## src/hdl/crtc_pkg.sv

```systemverilog
// ======================================================================
// Shared definitions for the 6545/6845-style CRT controller
// Bus widths, register indices and the vertical phase of the timing
// generator. Modules import this package inside their bodies and use
// scoped names in their port lists
// ======================================================================
package crtc_pkg;

    localparam int DATA_WIDTH      = 8;     // CPU and Wishbone data bus
    localparam int WB_ADDR_WIDTH   = 16;    // Wishbone address bus
    localparam int CRTC_ADDR_WIDTH = 5;     // Register address in R0..R31 space
    localparam int CRTC_REG_COUNT  = 18;    // R0..R17 are stored

    localparam int MA_WIDTH = 14;           // Refresh memory address
    localparam int RA_WIDTH = 5;            // Raster (scan line) address

    // Register indices with a function in this design
    typedef enum logic [CRTC_ADDR_WIDTH-1:0] {
        CRTC_R0_H_TOTAL        = 5'd0,      // Characters per line minus one
        CRTC_R1_H_DISPLAYED    = 5'd1,      // Visible characters per line
        CRTC_R2_H_SYNC_POS     = 5'd2,      // HSYNC start character
        CRTC_R3_SYNC_WIDTH     = 5'd3,      // VSYNC width [7:4], HSYNC width [3:0]
        CRTC_R4_V_TOTAL        = 5'd4,      // Rows per frame minus one
        CRTC_R5_V_ADJUST       = 5'd5,      // Extra scan lines after last row
        CRTC_R6_V_DISPLAYED    = 5'd6,      // Visible rows
        CRTC_R7_V_SYNC_POS     = 5'd7,      // VSYNC start row
        CRTC_R9_MAX_SCAN_LINE  = 5'd9,      // Scan lines per row minus one
        CRTC_R12_START_ADDR_HI = 5'd12,     // Start address bits 13:8
        CRTC_R13_START_ADDR_LO = 5'd13      // Start address bits 7:0
    } crtc_reg_e;

    // Vertical phase of the frame
    typedef enum logic {
        VPH_ROWS   = 1'b0,                  // Counting character rows
        VPH_ADJUST = 1'b1                   // Running the R5 adjust lines
    } crtc_vphase_e;

endpackage

```

## src/hdl/crtc_cpu_if.sv

```systemverilog
// ======================================================================
// CPU-side register write strobes of the CRT controller
// Driven from the top-level pins, read by the register block
// ======================================================================
`timescale 1ns/100ps

interface crtc_cpu_if;
    import crtc_pkg::*;

    logic                  clk_en;      // Character clock enable
    logic [DATA_WIDTH-1:0] data;        // Write data from CPU
    logic                  cs;          // Chip select
    logic                  we;          // Write strobe
    logic                  rs;          // 0 = address register, 1 = data register

    modport reg_side (
        input clk_en, data, cs, we, rs
    );

endinterface

```

## src/hdl/crtc_timing_if.sv

```systemverilog
// ======================================================================
// Decoded register fields passed from the register block to the
// timing generator. The register block drives every field through
// the source modport; the timing generator only reads them
// ======================================================================
`timescale 1ns/100ps

interface crtc_timing_if;
    import crtc_pkg::*;

    logic [7:0]          h_total;        // R0
    logic [7:0]          h_displayed;    // R1
    logic [7:0]          h_sync_pos;     // R2
    logic [3:0]          h_sync_width;   // R3[3:0]
    logic [4:0]          v_sync_width;   // R3[7:4] where 0 means 16 lines
    logic [6:0]          v_total;        // R4
    logic [4:0]          v_adjust;       // R5
    logic [6:0]          v_displayed;    // R6
    logic [6:0]          v_sync_pos;     // R7
    logic [RA_WIDTH-1:0] max_scan_line;  // R9
    logic [MA_WIDTH-1:0] start_addr;     // R12[5:0] above R13

    modport source (
        output h_total, h_displayed, h_sync_pos, h_sync_width, v_sync_width,
               v_total, v_adjust, v_displayed, v_sync_pos, max_scan_line, start_addr
    );

    modport sink (
        input h_total, h_displayed, h_sync_pos, h_sync_width, v_sync_width,
              v_total, v_adjust, v_displayed, v_sync_pos, max_scan_line, start_addr
    );

endinterface

```

## src/hdl/video_crtc.sv

```systemverilog
// ======================================================================
// CRT controller top level
// Plain CPU, Wishbone and video pins; bundles the CPU strobes into an
// interface and links the register block to the timing generator
// ======================================================================
`timescale 1ns/100ps

module video_crtc #(
    parameter logic [crtc_pkg::WB_ADDR_WIDTH-1:0] WB_CRTC_BASE = 16'h8800,
    parameter bit POWER_ON_15KHZ = 1'b0                  // 1 = 40-column 60 Hz table
) (
    input  logic                               wb_clock_i,
    input  logic                               rst_n_i,
    input  logic [crtc_pkg::WB_ADDR_WIDTH-1:0] wb_addr_i,
    output logic [crtc_pkg::DATA_WIDTH-1:0]    wb_data_o,
    input  logic                               wb_we_i,
    input  logic                               wb_cycle_i,
    input  logic                               wb_strobe_i,
    output logic                               wb_stall_o,
    output logic                               wb_ack_o,
    input  logic                               clk_en_i,    // Character clock enable
    input  logic [crtc_pkg::DATA_WIDTH-1:0]    data_i,      // CPU write data
    input  logic                               cs_i,
    input  logic                               we_i,
    input  logic                               rs_i,        // 0 = address, 1 = data
    output logic                               hsync_o,
    output logic                               vsync_o,
    output logic                               de_o,
    output logic [crtc_pkg::MA_WIDTH-1:0]      ma_o,
    output logic [crtc_pkg::RA_WIDTH-1:0]      ra_o
);

    crtc_cpu_if    cpu ();
    crtc_timing_if fields ();

    assign cpu.clk_en = clk_en_i;
    assign cpu.data   = data_i;
    assign cpu.cs     = cs_i;
    assign cpu.we     = we_i;
    assign cpu.rs     = rs_i;

    video_crtc_reg #(
        .WB_CRTC_BASE  (WB_CRTC_BASE),
        .POWER_ON_15KHZ(POWER_ON_15KHZ)
    ) u_reg (
        .wb_clock_i (wb_clock_i),
        .rst_n_i    (rst_n_i),
        .wb_addr_i  (wb_addr_i),
        .wb_data_o  (wb_data_o),
        .wb_we_i    (wb_we_i),
        .wb_cycle_i (wb_cycle_i),
        .wb_strobe_i(wb_strobe_i),
        .wb_stall_o (wb_stall_o),
        .wb_ack_o   (wb_ack_o),
        .cpu        (cpu.reg_side),
        .fields     (fields.source)
    );

    video_crtc_timing u_timing (
        .wb_clock_i(wb_clock_i),
        .rst_n_i   (rst_n_i),
        .fields    (fields.sink),
        .clk_en_i  (clk_en_i),
        .hsync_o   (hsync_o),
        .vsync_o   (vsync_o),
        .de_o      (de_o),
        .ma_o      (ma_o),
        .ra_o      (ra_o)
    );

endmodule

```

## src/hdl/video_crtc_reg.sv

```systemverilog
// ======================================================================
// CRT controller register file
// The CPU writes R0..R17 through the address and data registers; a
// Wishbone B4 read port returns any register one cycle after the
// request. Reset reloads the power-on table chosen by POWER_ON_15KHZ
// and the decoded timing fields are registered for the generator
// ======================================================================
`timescale 1ns/100ps

module video_crtc_reg #(
    parameter logic [crtc_pkg::WB_ADDR_WIDTH-1:0] WB_CRTC_BASE = 16'h8800,
    parameter bit POWER_ON_15KHZ = 1'b0
) (
    input  logic                               wb_clock_i,
    input  logic                               rst_n_i,
    input  logic [crtc_pkg::WB_ADDR_WIDTH-1:0] wb_addr_i,    // Base match + register index
    output logic [crtc_pkg::DATA_WIDTH-1:0]    wb_data_o,    // Read data, valid with ack
    input  logic                               wb_we_i,      // Not decoded on this read-only port
    input  logic                               wb_cycle_i,
    input  logic                               wb_strobe_i,
    output logic                               wb_stall_o,
    output logic                               wb_ack_o,
    crtc_cpu_if.reg_side                       cpu,
    crtc_timing_if.source                      fields
);
    import crtc_pkg::*;

    localparam logic [CRTC_ADDR_WIDTH-1:0] LAST_REG = CRTC_ADDR_WIDTH'(CRTC_REG_COUNT - 1);
    localparam int BASE_LSB = CRTC_ADDR_WIDTH;    // Lowest address bit compared with base

    logic [CRTC_ADDR_WIDTH-1:0] ar;                    // Address register
    logic [DATA_WIDTH-1:0]      r [CRTC_REG_COUNT];    // R0..R17
    logic [CRTC_ADDR_WIDTH-1:0] wb_idx;
    logic                       wb_req;
    logic                       cpu_wr;

    // Power-on contents with unlisted registers at zero
    function automatic logic [DATA_WIDTH-1:0] reset_value(input logic [CRTC_ADDR_WIDTH-1:0] idx);
        logic [DATA_WIDTH-1:0] val;
        val = '0;
        if (POWER_ON_15KHZ) begin                      // Non-CRTC PET with 40 columns at 60 Hz
            case (idx)
                CRTC_R0_H_TOTAL:        val = 8'd63;
                CRTC_R1_H_DISPLAYED:    val = 8'd40;
                CRTC_R2_H_SYNC_POS:     val = 8'd48;
                CRTC_R3_SYNC_WIDTH:     val = 8'h51;
                CRTC_R4_V_TOTAL:        val = 8'd32;
                CRTC_R5_V_ADJUST:       val = 8'd5;
                CRTC_R6_V_DISPLAYED:    val = 8'd25;
                CRTC_R7_V_SYNC_POS:     val = 8'd28;
                CRTC_R9_MAX_SCAN_LINE:  val = 8'd7;
                CRTC_R12_START_ADDR_HI: val = 8'h10;   // TA12 set for normal video
                default:                val = '0;
            endcase
        end else begin                                 // 80-column machine
            case (idx)
                CRTC_R0_H_TOTAL:        val = 8'h31;
                CRTC_R1_H_DISPLAYED:    val = 8'h28;
                CRTC_R2_H_SYNC_POS:     val = 8'h29;
                CRTC_R3_SYNC_WIDTH:     val = 8'h0f;
                CRTC_R4_V_TOTAL:        val = 8'h20;
                CRTC_R5_V_ADJUST:       val = 8'h03;
                CRTC_R6_V_DISPLAYED:    val = 8'h19;
                CRTC_R7_V_SYNC_POS:     val = 8'h1d;
                CRTC_R9_MAX_SCAN_LINE:  val = 8'h09;
                CRTC_R12_START_ADDR_HI: val = 8'h10;
                default:                val = '0;
            endcase
        end
        return val;
    endfunction

    assign wb_idx     = wb_addr_i[CRTC_ADDR_WIDTH-1:0];
    assign wb_req     = wb_cycle_i && wb_strobe_i &&
                        (wb_addr_i[WB_ADDR_WIDTH-1:BASE_LSB] ==
                         WB_CRTC_BASE[WB_ADDR_WIDTH-1:BASE_LSB]);
    assign cpu_wr     = cpu.clk_en && cpu.cs && cpu.we;
    assign wb_stall_o = 1'b0;                          // Single-cycle answer that never stalls

    always_ff @(posedge wb_clock_i) begin
        if (!rst_n_i) begin
            wb_ack_o <= 1'b0;
            ar       <= '0;
            for (int i = 0; i < CRTC_REG_COUNT; i++) begin
                r[i] <= reset_value(CRTC_ADDR_WIDTH'(i));
            end
        end else begin
            wb_ack_o <= wb_req;                        // Ack exactly one cycle after request
            if (!wb_req && cpu_wr) begin               // Wishbone request wins a collision
                if (!cpu.rs) begin
                    ar <= cpu.data[CRTC_ADDR_WIDTH-1:0];
                end else if (ar <= LAST_REG) begin     // R18..R31 not stored
                    r[ar] <= cpu.data;
                end
            end
        end
    end

    always_ff @(posedge wb_clock_i) begin
        if (wb_req) begin
            wb_data_o <= (wb_idx <= LAST_REG) ? r[wb_idx] : '0;
        end
    end

    // Field decode one cycle behind the register write
    always_ff @(posedge wb_clock_i) begin
        fields.h_total       <= r[CRTC_R0_H_TOTAL];
        fields.h_displayed   <= r[CRTC_R1_H_DISPLAYED];
        fields.h_sync_pos    <= r[CRTC_R2_H_SYNC_POS];
        fields.h_sync_width  <= r[CRTC_R3_SYNC_WIDTH][3:0];
        fields.v_sync_width  <= (r[CRTC_R3_SYNC_WIDTH][7:4] == 4'd0)
                                ? 5'd16                           // Zero selects 16 lines
                                : {1'b0, r[CRTC_R3_SYNC_WIDTH][7:4]};
        fields.v_total       <= r[CRTC_R4_V_TOTAL][6:0];
        fields.v_adjust      <= r[CRTC_R5_V_ADJUST][4:0];
        fields.v_displayed   <= r[CRTC_R6_V_DISPLAYED][6:0];
        fields.v_sync_pos    <= r[CRTC_R7_V_SYNC_POS][6:0];
        fields.max_scan_line <= r[CRTC_R9_MAX_SCAN_LINE][RA_WIDTH-1:0];
        fields.start_addr    <= {r[CRTC_R12_START_ADDR_HI][5:0], r[CRTC_R13_START_ADDR_LO]};
    end

endmodule

```

## src/hdl/video_crtc_timing.sv

```systemverilog
// ======================================================================
// CRT controller timing generator
// Counts characters, scan lines and rows on each character clock
// enable and produces HSYNC, VSYNC, display enable and the refresh
// memory and raster addresses. Outputs are registered and describe
// the character counted on the enabled edge
// ======================================================================
`timescale 1ns/100ps

module video_crtc_timing (
    input  logic                          wb_clock_i,
    input  logic                          rst_n_i,
    crtc_timing_if.sink                   fields,
    input  logic                          clk_en_i,   // Character clock enable
    output logic                          hsync_o,
    output logic                          vsync_o,
    output logic                          de_o,       // Display enable
    output logic [crtc_pkg::MA_WIDTH-1:0] ma_o,       // Refresh memory address
    output logic [crtc_pkg::RA_WIDTH-1:0] ra_o        // Scan line within the row
);
    import crtc_pkg::*;

    logic [7:0]          h_cnt;      // Character within the line
    logic [RA_WIDTH-1:0] line_cnt;   // Scan line in row or adjust line
    logic [6:0]          row_cnt;    // Character row
    crtc_vphase_e        vphase;
    logic [MA_WIDTH-1:0] row_off;    // Row start relative to start_addr
    logic [3:0]          hs_cnt;     // HSYNC characters so far
    logic [4:0]          vs_cnt;     // VSYNC lines so far
    logic                h_end;
    logic                row_end;
    logic                adj_end;
    logic                vs_start;

    assign h_end    = (h_cnt == fields.h_total);
    assign row_end  = (line_cnt == fields.max_scan_line);
    assign adj_end  = (({1'b0, line_cnt} + 6'd1) >= {1'b0, fields.v_adjust});  // Last adjust line
    assign vs_start = (vphase == VPH_ROWS) && (row_cnt == fields.v_sync_pos) &&
                      (line_cnt == '0) && (h_cnt == '0);   // First char of sync row

    // Character, line and row counters
    always_ff @(posedge wb_clock_i) begin
        if (!rst_n_i) begin
            h_cnt    <= '0;
            line_cnt <= '0;
            row_cnt  <= '0;
            vphase   <= VPH_ROWS;
            row_off  <= '0;
        end else if (clk_en_i) begin
            if (!h_end) begin
                h_cnt <= h_cnt + 8'd1;
            end else begin
                h_cnt <= '0;
                if (vphase == VPH_ADJUST) begin
                    if (adj_end) begin                 // Last adjust line ends the frame
                        vphase   <= VPH_ROWS;
                        line_cnt <= '0;
                        row_cnt  <= '0;
                        row_off  <= '0;
                    end else begin
                        line_cnt <= line_cnt + 1'b1;
                    end
                end else if (!row_end) begin
                    line_cnt <= line_cnt + 1'b1;
                end else begin
                    line_cnt <= '0;
                    if (row_cnt != fields.v_total) begin
                        row_cnt <= row_cnt + 7'd1;
                        row_off <= row_off + {{(MA_WIDTH-8){1'b0}}, fields.h_displayed};
                    end else if (fields.v_adjust != '0) begin
                        vphase <= VPH_ADJUST;          // Row count stays at v_total
                    end else begin
                        row_cnt <= '0;                 // No adjust lines so the frame ends
                        row_off <= '0;
                    end
                end
            end
        end
    end

    // Registered video outputs
    always_ff @(posedge wb_clock_i) begin
        if (!rst_n_i) begin
            hsync_o <= 1'b0;
            vsync_o <= 1'b0;
            de_o    <= 1'b0;
            ma_o    <= '0;
            ra_o    <= '0;
            hs_cnt  <= '0;
            vs_cnt  <= '0;
        end else if (clk_en_i) begin
            de_o <= (vphase == VPH_ROWS) && (h_cnt < fields.h_displayed) &&
                    (row_cnt < fields.v_displayed);
            ma_o <= fields.start_addr + row_off + {{(MA_WIDTH-8){1'b0}}, h_cnt};
            ra_o <= line_cnt;

            if (hsync_o && hs_cnt == fields.h_sync_width) begin
                hsync_o <= 1'b0;
            end else if (hsync_o) begin
                hs_cnt <= hs_cnt + 4'd1;
            end
            if (h_cnt == fields.h_sync_pos && fields.h_sync_width != '0) begin
                hsync_o <= 1'b1;                       // Width 0 gives no pulse
                hs_cnt  <= 4'd1;
            end

            if (vsync_o && h_cnt == '0 && vs_cnt == fields.v_sync_width) begin
                vsync_o <= 1'b0;                       // Falls on a line boundary
            end else if (vsync_o && h_end) begin
                vs_cnt <= vs_cnt + 5'd1;
            end
            if (vs_start) begin
                vsync_o <= 1'b1;
                vs_cnt  <= '0;
            end
        end
    end

endmodule

```

## config.mk

```make
export PLATFORM = sky130hd
export DESIGN_NAME = video_crtc
export DESIGN_NICKNAME = d
export VERILOG_FILES = /design/src/hdl/crtc_pkg.sv /design/src/hdl/crtc_cpu_if.sv /design/src/hdl/crtc_timing_if.sv /design/src/hdl/video_crtc.sv /design/src/hdl/video_crtc_reg.sv /design/src/hdl/video_crtc_timing.sv
export SDC_FILE = /design/constraint.sdc
export NUM_CORES = 1
export LEC_CHECK = 0
export ABC_AREA = 0
export BUFFER_PORTS_ARGS = -buffer_cell sky130_fd_sc_hd__buf_2
export CAP_MARGIN = 10
export CORE_ASPECT_RATIO = 1.2
export CORE_MARGIN = 2
export CORE_UTILIZATION = 54
export CTS_CLUSTER_SIZE = 8
export DETAILED_ROUTE_END_ITERATION = 12
export PLACE_DENSITY_LB_ADDON = 0.1
export REMOVE_ABC_BUFFERS = 1
export SKIP_LAST_GASP = 1
export SLEW_MARGIN = 20
export SYNTH_ARGS = -nofsm -noshare
export SYNTH_HDL_FRONTEND = slang
export SYNTH_SLANG_ARGS = --single-unit
export TNS_END_PERCENT = 30
```

## constraint.sdc

```tcl
create_clock -name wb_clock_i -period 2.8 [get_ports wb_clock_i]
set_clock_uncertainty 0.2 [all_clocks]
set_input_delay 0.14 -clock wb_clock_i [delete_from_list [all_inputs] [get_ports wb_clock_i]]
set_output_delay 0.14 -clock wb_clock_i [all_outputs]
set_load 0.005 [all_outputs]
```

==> results.py <==
metrics = {
    "synth": {
        "synthArstFlopShare_pct": 0,
        "syn_area_um2": 14200,
        "synth.distinct_cells": 67,
        "ys.warnings.count": 0,
        "synth-edff-count": 166,
        "syn_avg_cell_area_um2": 12.0,
        "yosysSeqAreaShare_pct": 56.4,
        "syn_inst": 1181,
        "synthFlopType": "edfxtp_1",
        "ys_seq_elements": 316,
    },
    "route": {
        "firstDrtPassIters": 6,
        "via_count": 9423,
        "ant_nets": 0,
        "drc": 0,
        "viasPerCell": 5.65,
        "wl_um": 34400,
        "drt_iter0_drc": 663,
        "detail_route.wl_per_cell_um": 20.6,
    },
    "clocking": {
        "clk_pin_slew_worst_paths_ns": 0.05,
        "htreeDepth": 2,
        "cts_made_buffers": 45,
        "insertion_delay_ns": 0.53,
        "cts_max_path_buffers": 3,
        "cts_tree": "built",
        "root_buffer": "clkbuf_16",
        "cts_sinks": 316,
    },
    "critical_path": {
        "slowest_delay_ns": 0.47,
        "critPathMaxFanout": 3,
        "critPathLaunchType": "register",
        "required_ns": 2.99,
        "cp_cell_sequence": "fa_1 > ha_1 > o21ai_0 > a21boi_0 > o211ai_1 > a32oi_1 > xnor2_1 > a21oi_1",
        "end_kind": "register",
        "critical_path_class": "register to register",
        "worst_path_max_delay_cell": "fa_1",
        "crit_arrival_ns": 2.94,
    },
    "finish": {
        "syn_to_final_growth_pct": 17.4,
        "design_area_um2": 16600,
        "diodes": 0,
        "seq_area_um2": 7990,
        "multi_input_area_um2": 5720,
        "nets": 1406,
        "drive_above_1_share_pct": 18.5,
        "fillers": 2021,
        "post-route-util_pct": 64.9,
    },
    "floorplan": {
        "die_w_um": 152,
        "dieArea_um2": 27500,
        "coreArea_um2": 25600,
        "fp-row-count": 64,
        "die_h_um": 181,
        "start_util_pct": 55.2,
        "io_pins": 65,
    },
    "place": {
        "place.gp.congestion": 0.919,
        "placed_cell_area_um2": 15100,
        "dpl.hpwl_um": 24800,
        "portBuffers": 62,
    },
    "timing": {
        "fin_crit_ns": 2.75,
        "fin_hold_ws_ns": 0.0767,
        "setup_viol": 0,
        "fmax_mhz": 364,
        "slew_headroom_pct": 30.9,
        "rsz0062_at_grt": "true",
        "tns_ns": 0,
        "fin_crit_sh_pct": 98.2,
        "worst_pin_slew_ns": 1.03,
        "hold_violations": 0,
        "maxSlewViolCount": 0,
    },
    "flow_run": {
        "drv_cap": 0,
    },
    "min_path": {
        "hold_path.class": "input pin to register",
    },
    "grt": {
        "grt_pass1_vias": 9256,
        "grt_max_degree": 46,
        "grt-ovfl-total": 0,
        "antenna_found_initial": 0,
        "grt_pass1_wl_um": 52400,
        "grt_usage_pct": 25.5,
    },
    "pwr": {
        "ir_drop_v": 0.000599,
        "power.density_nw_per_um2": 631,
        "p_leak_nw": 6.43,
    },
    "run_status": {
        "outcome": "completed",
    },
}
==> cell type report <==
cell class / instances / share of cell area [%]
Timing Repair Buffer: 135 / 6.08
Clock buffer: 70 / 7.47
Sequential cell: 316 / 48.1
Inverter: 62 / 1.40
Multi-Input combinational cell: 753 / 34.4
Clock inverter: 2 / 0.105
Tap cell: 330 / 2.48
==> flip-flops by register name, summed over array words and instances (netlist names), 7 cells and up <==
signal                    count
u_reg.r                     158
u_reg.fields.start_addr      14
u_timing.ma_o                14
u_timing.row_off             14
u_reg.fields.h_displayed      8
u_reg.fields.h_sync_pos       8
u_reg.fields.h_total          8
u_reg.wb_data_o               8
u_timing.h_cnt                8
u_reg.fields.v_displayed      7
u_reg.fields.v_sync_pos       7
u_reg.fields.v_total          7
u_timing.row_cnt              7
==> final timing paths <==
check / start / to / slack, ns / depth (start not counted)
worst max-delay path: u_timing.row_off[6] / u_timing.ma_o[12] / 0.05 / 8
worst min-delay path: rst_n_i / u_reg.r[5][0] / 0.08 / 3
worst max register to register: u_timing.row_off[6] / u_timing.ma_o[12] / 0.05 / 8
worst min register to register: u_reg.r[1][6] / u_reg.fields.h_displayed[6] / 0.16 / 0
==> stage by stage <==
step / setup slack [ns] / total power, mW / instances
after floorplan: -0.389 / 5.41 / 1131
after CTS: -0.0362 / 10.5 / 1668
after detailed placement: -0.0522 / 5.67 / 1575
final: 0.0504 / 10.5 / 1668
after global routing: -0.0575 / 10.8 / 1668
after global placement: 0.0176 / 5.66 / 1575
==> layout by cell type, fill, tap and decap left out, types with 16 or more instances in the layout <==
master         count
dfxtp_1          148
nor2_1           140
ha_1              49
xnor2_1           53
nand4_1           16
clkbuf_16         46
nand3_1           37
mux4_2            47
xor2_1            19
a21boi_0          26
clkbuf_1          24
buf_2             62
buf_4             44
mux2i_1           18
edfxtp_1         166
dlygate4sd3_1     21
nand2_1           91
o21ai_0           32
inv_1             61
nor2b_1           20
==> worst max-delay path: cells and delay by family (launching register included) <==
| family | cells | cell delay (ns) |
|---|---|---|
| XOR/XNOR | 1 | 0.16 |
| flip-flops | 1 | 0.39 |
| AO/OA/AOI/OAI | 5 | 1.06 |
| adder cells (fa/ha/maj) | 2 | 0.82 |
==> synth_stat cells (3+ instances only) <==
cell type | instances | area (um^2)
edfxtp_1 | 166 | 4980
dfxtp_1 | 150 | 3000
nor2_1 | 140 | 526
nand2_1 | 91 | 342
inv_1 | 61 | 229
xnor2_1 | 54 | 473
ha_1 | 50 | 626
mux4_2 | 47 | 1060
nand3_1 | 37 | 185
o21ai_0 | 33 | 165
clkbuf_1 | 31 | 116
a21boi_0 | 27 | 203
buf_2 | 22 | 110
nor2b_1 | 20 | 125
xor2_1 | 19 | 166
mux2i_1 | 18 | 180
nand4_1 | 16 | 100
a21oi_1 | 15 | 75.1
and2_1 | 13 | 81.3
nand2_2 | 13 | 81.3
and3_1 | 11 | 68.8
fa_1 | 10 | 200
o21a_1 | 10 | 75.1
nor3_1 | 9 | 45.0
nor4_1 | 9 | 56.3
o22ai_1 | 9 | 56.3
or3_1 | 8 | 50.1
or4_1 | 7 | 52.6
a21o_1 | 5 | 37.5
buf_4 | 5 | 37.5
nand2b_1 | 5 | 31.3
a211oi_1 | 4 | 30.0
nand3_2 | 4 | 40.0
nand4b_1 | 4 | 35.0
o211ai_1 | 4 | 30.0
o21bai_1 | 4 | 30.0
a21boi_1 | 3 | 22.5
buf_1 | 3 | 11.3
buf_6 | 3 | 33.8
nand3b_1 | 3 | 22.5
nor4b_1 | 3 | 26.3
o211a_1 | 3 | 30.0
o31ai_1 | 3 | 22.5
==> layer usage <==
metal / share of wire, % / vias to the layer above / global-route usage [%]
li1: - / 4450 / -
met1: 40 / 4604 / 32.5
met2: 50 / 299 / 43.5
met3: 6.4 / 70 / 4.55
met4: 3.3 / 0 / 9.15
met5: 0 / - / 0
==> report_power, final <==
part	leakage (nW)	total (mW)	internal, mW	switching [mW]
clock network	0.604	4.88	3.00	1.88
logic	2.97	0.546	0.247	0.299
registers	2.86	5.06	4.99	0.0642
==> what timing repair did <==
item                                    4_1_cts  5_1_grt
resized for setup                             1       11
pin swaps                                     0        2
hold endpoints to repair                    126        0
buffers inserted                              0        0
hold buffers                                 21        0
endpoints found under the setup margin        4       44
==> cell families (layout without fill, tap and decap cells) <==
logic type / count (synthesis) / count (layout) / synth area share [%]
AO/OA/AOI/OAI: 132 / 132 / 6.24
flip-flops: 316 / 316 / 56.4
buffers and inverters: 126 / 269 / 3.83
multiplexers: 65 / 65 / 8.75
XOR/XNOR: 73 / 73 / 4.52
other: 1 / 15 / 0.0265
adder cells (fa/ha/maj): 60 / 60 / 5.83
AND/OR/NAND/NOR: 408 / 408 / 14.4
Note: power is estimated with default switching activity, not from simulation.
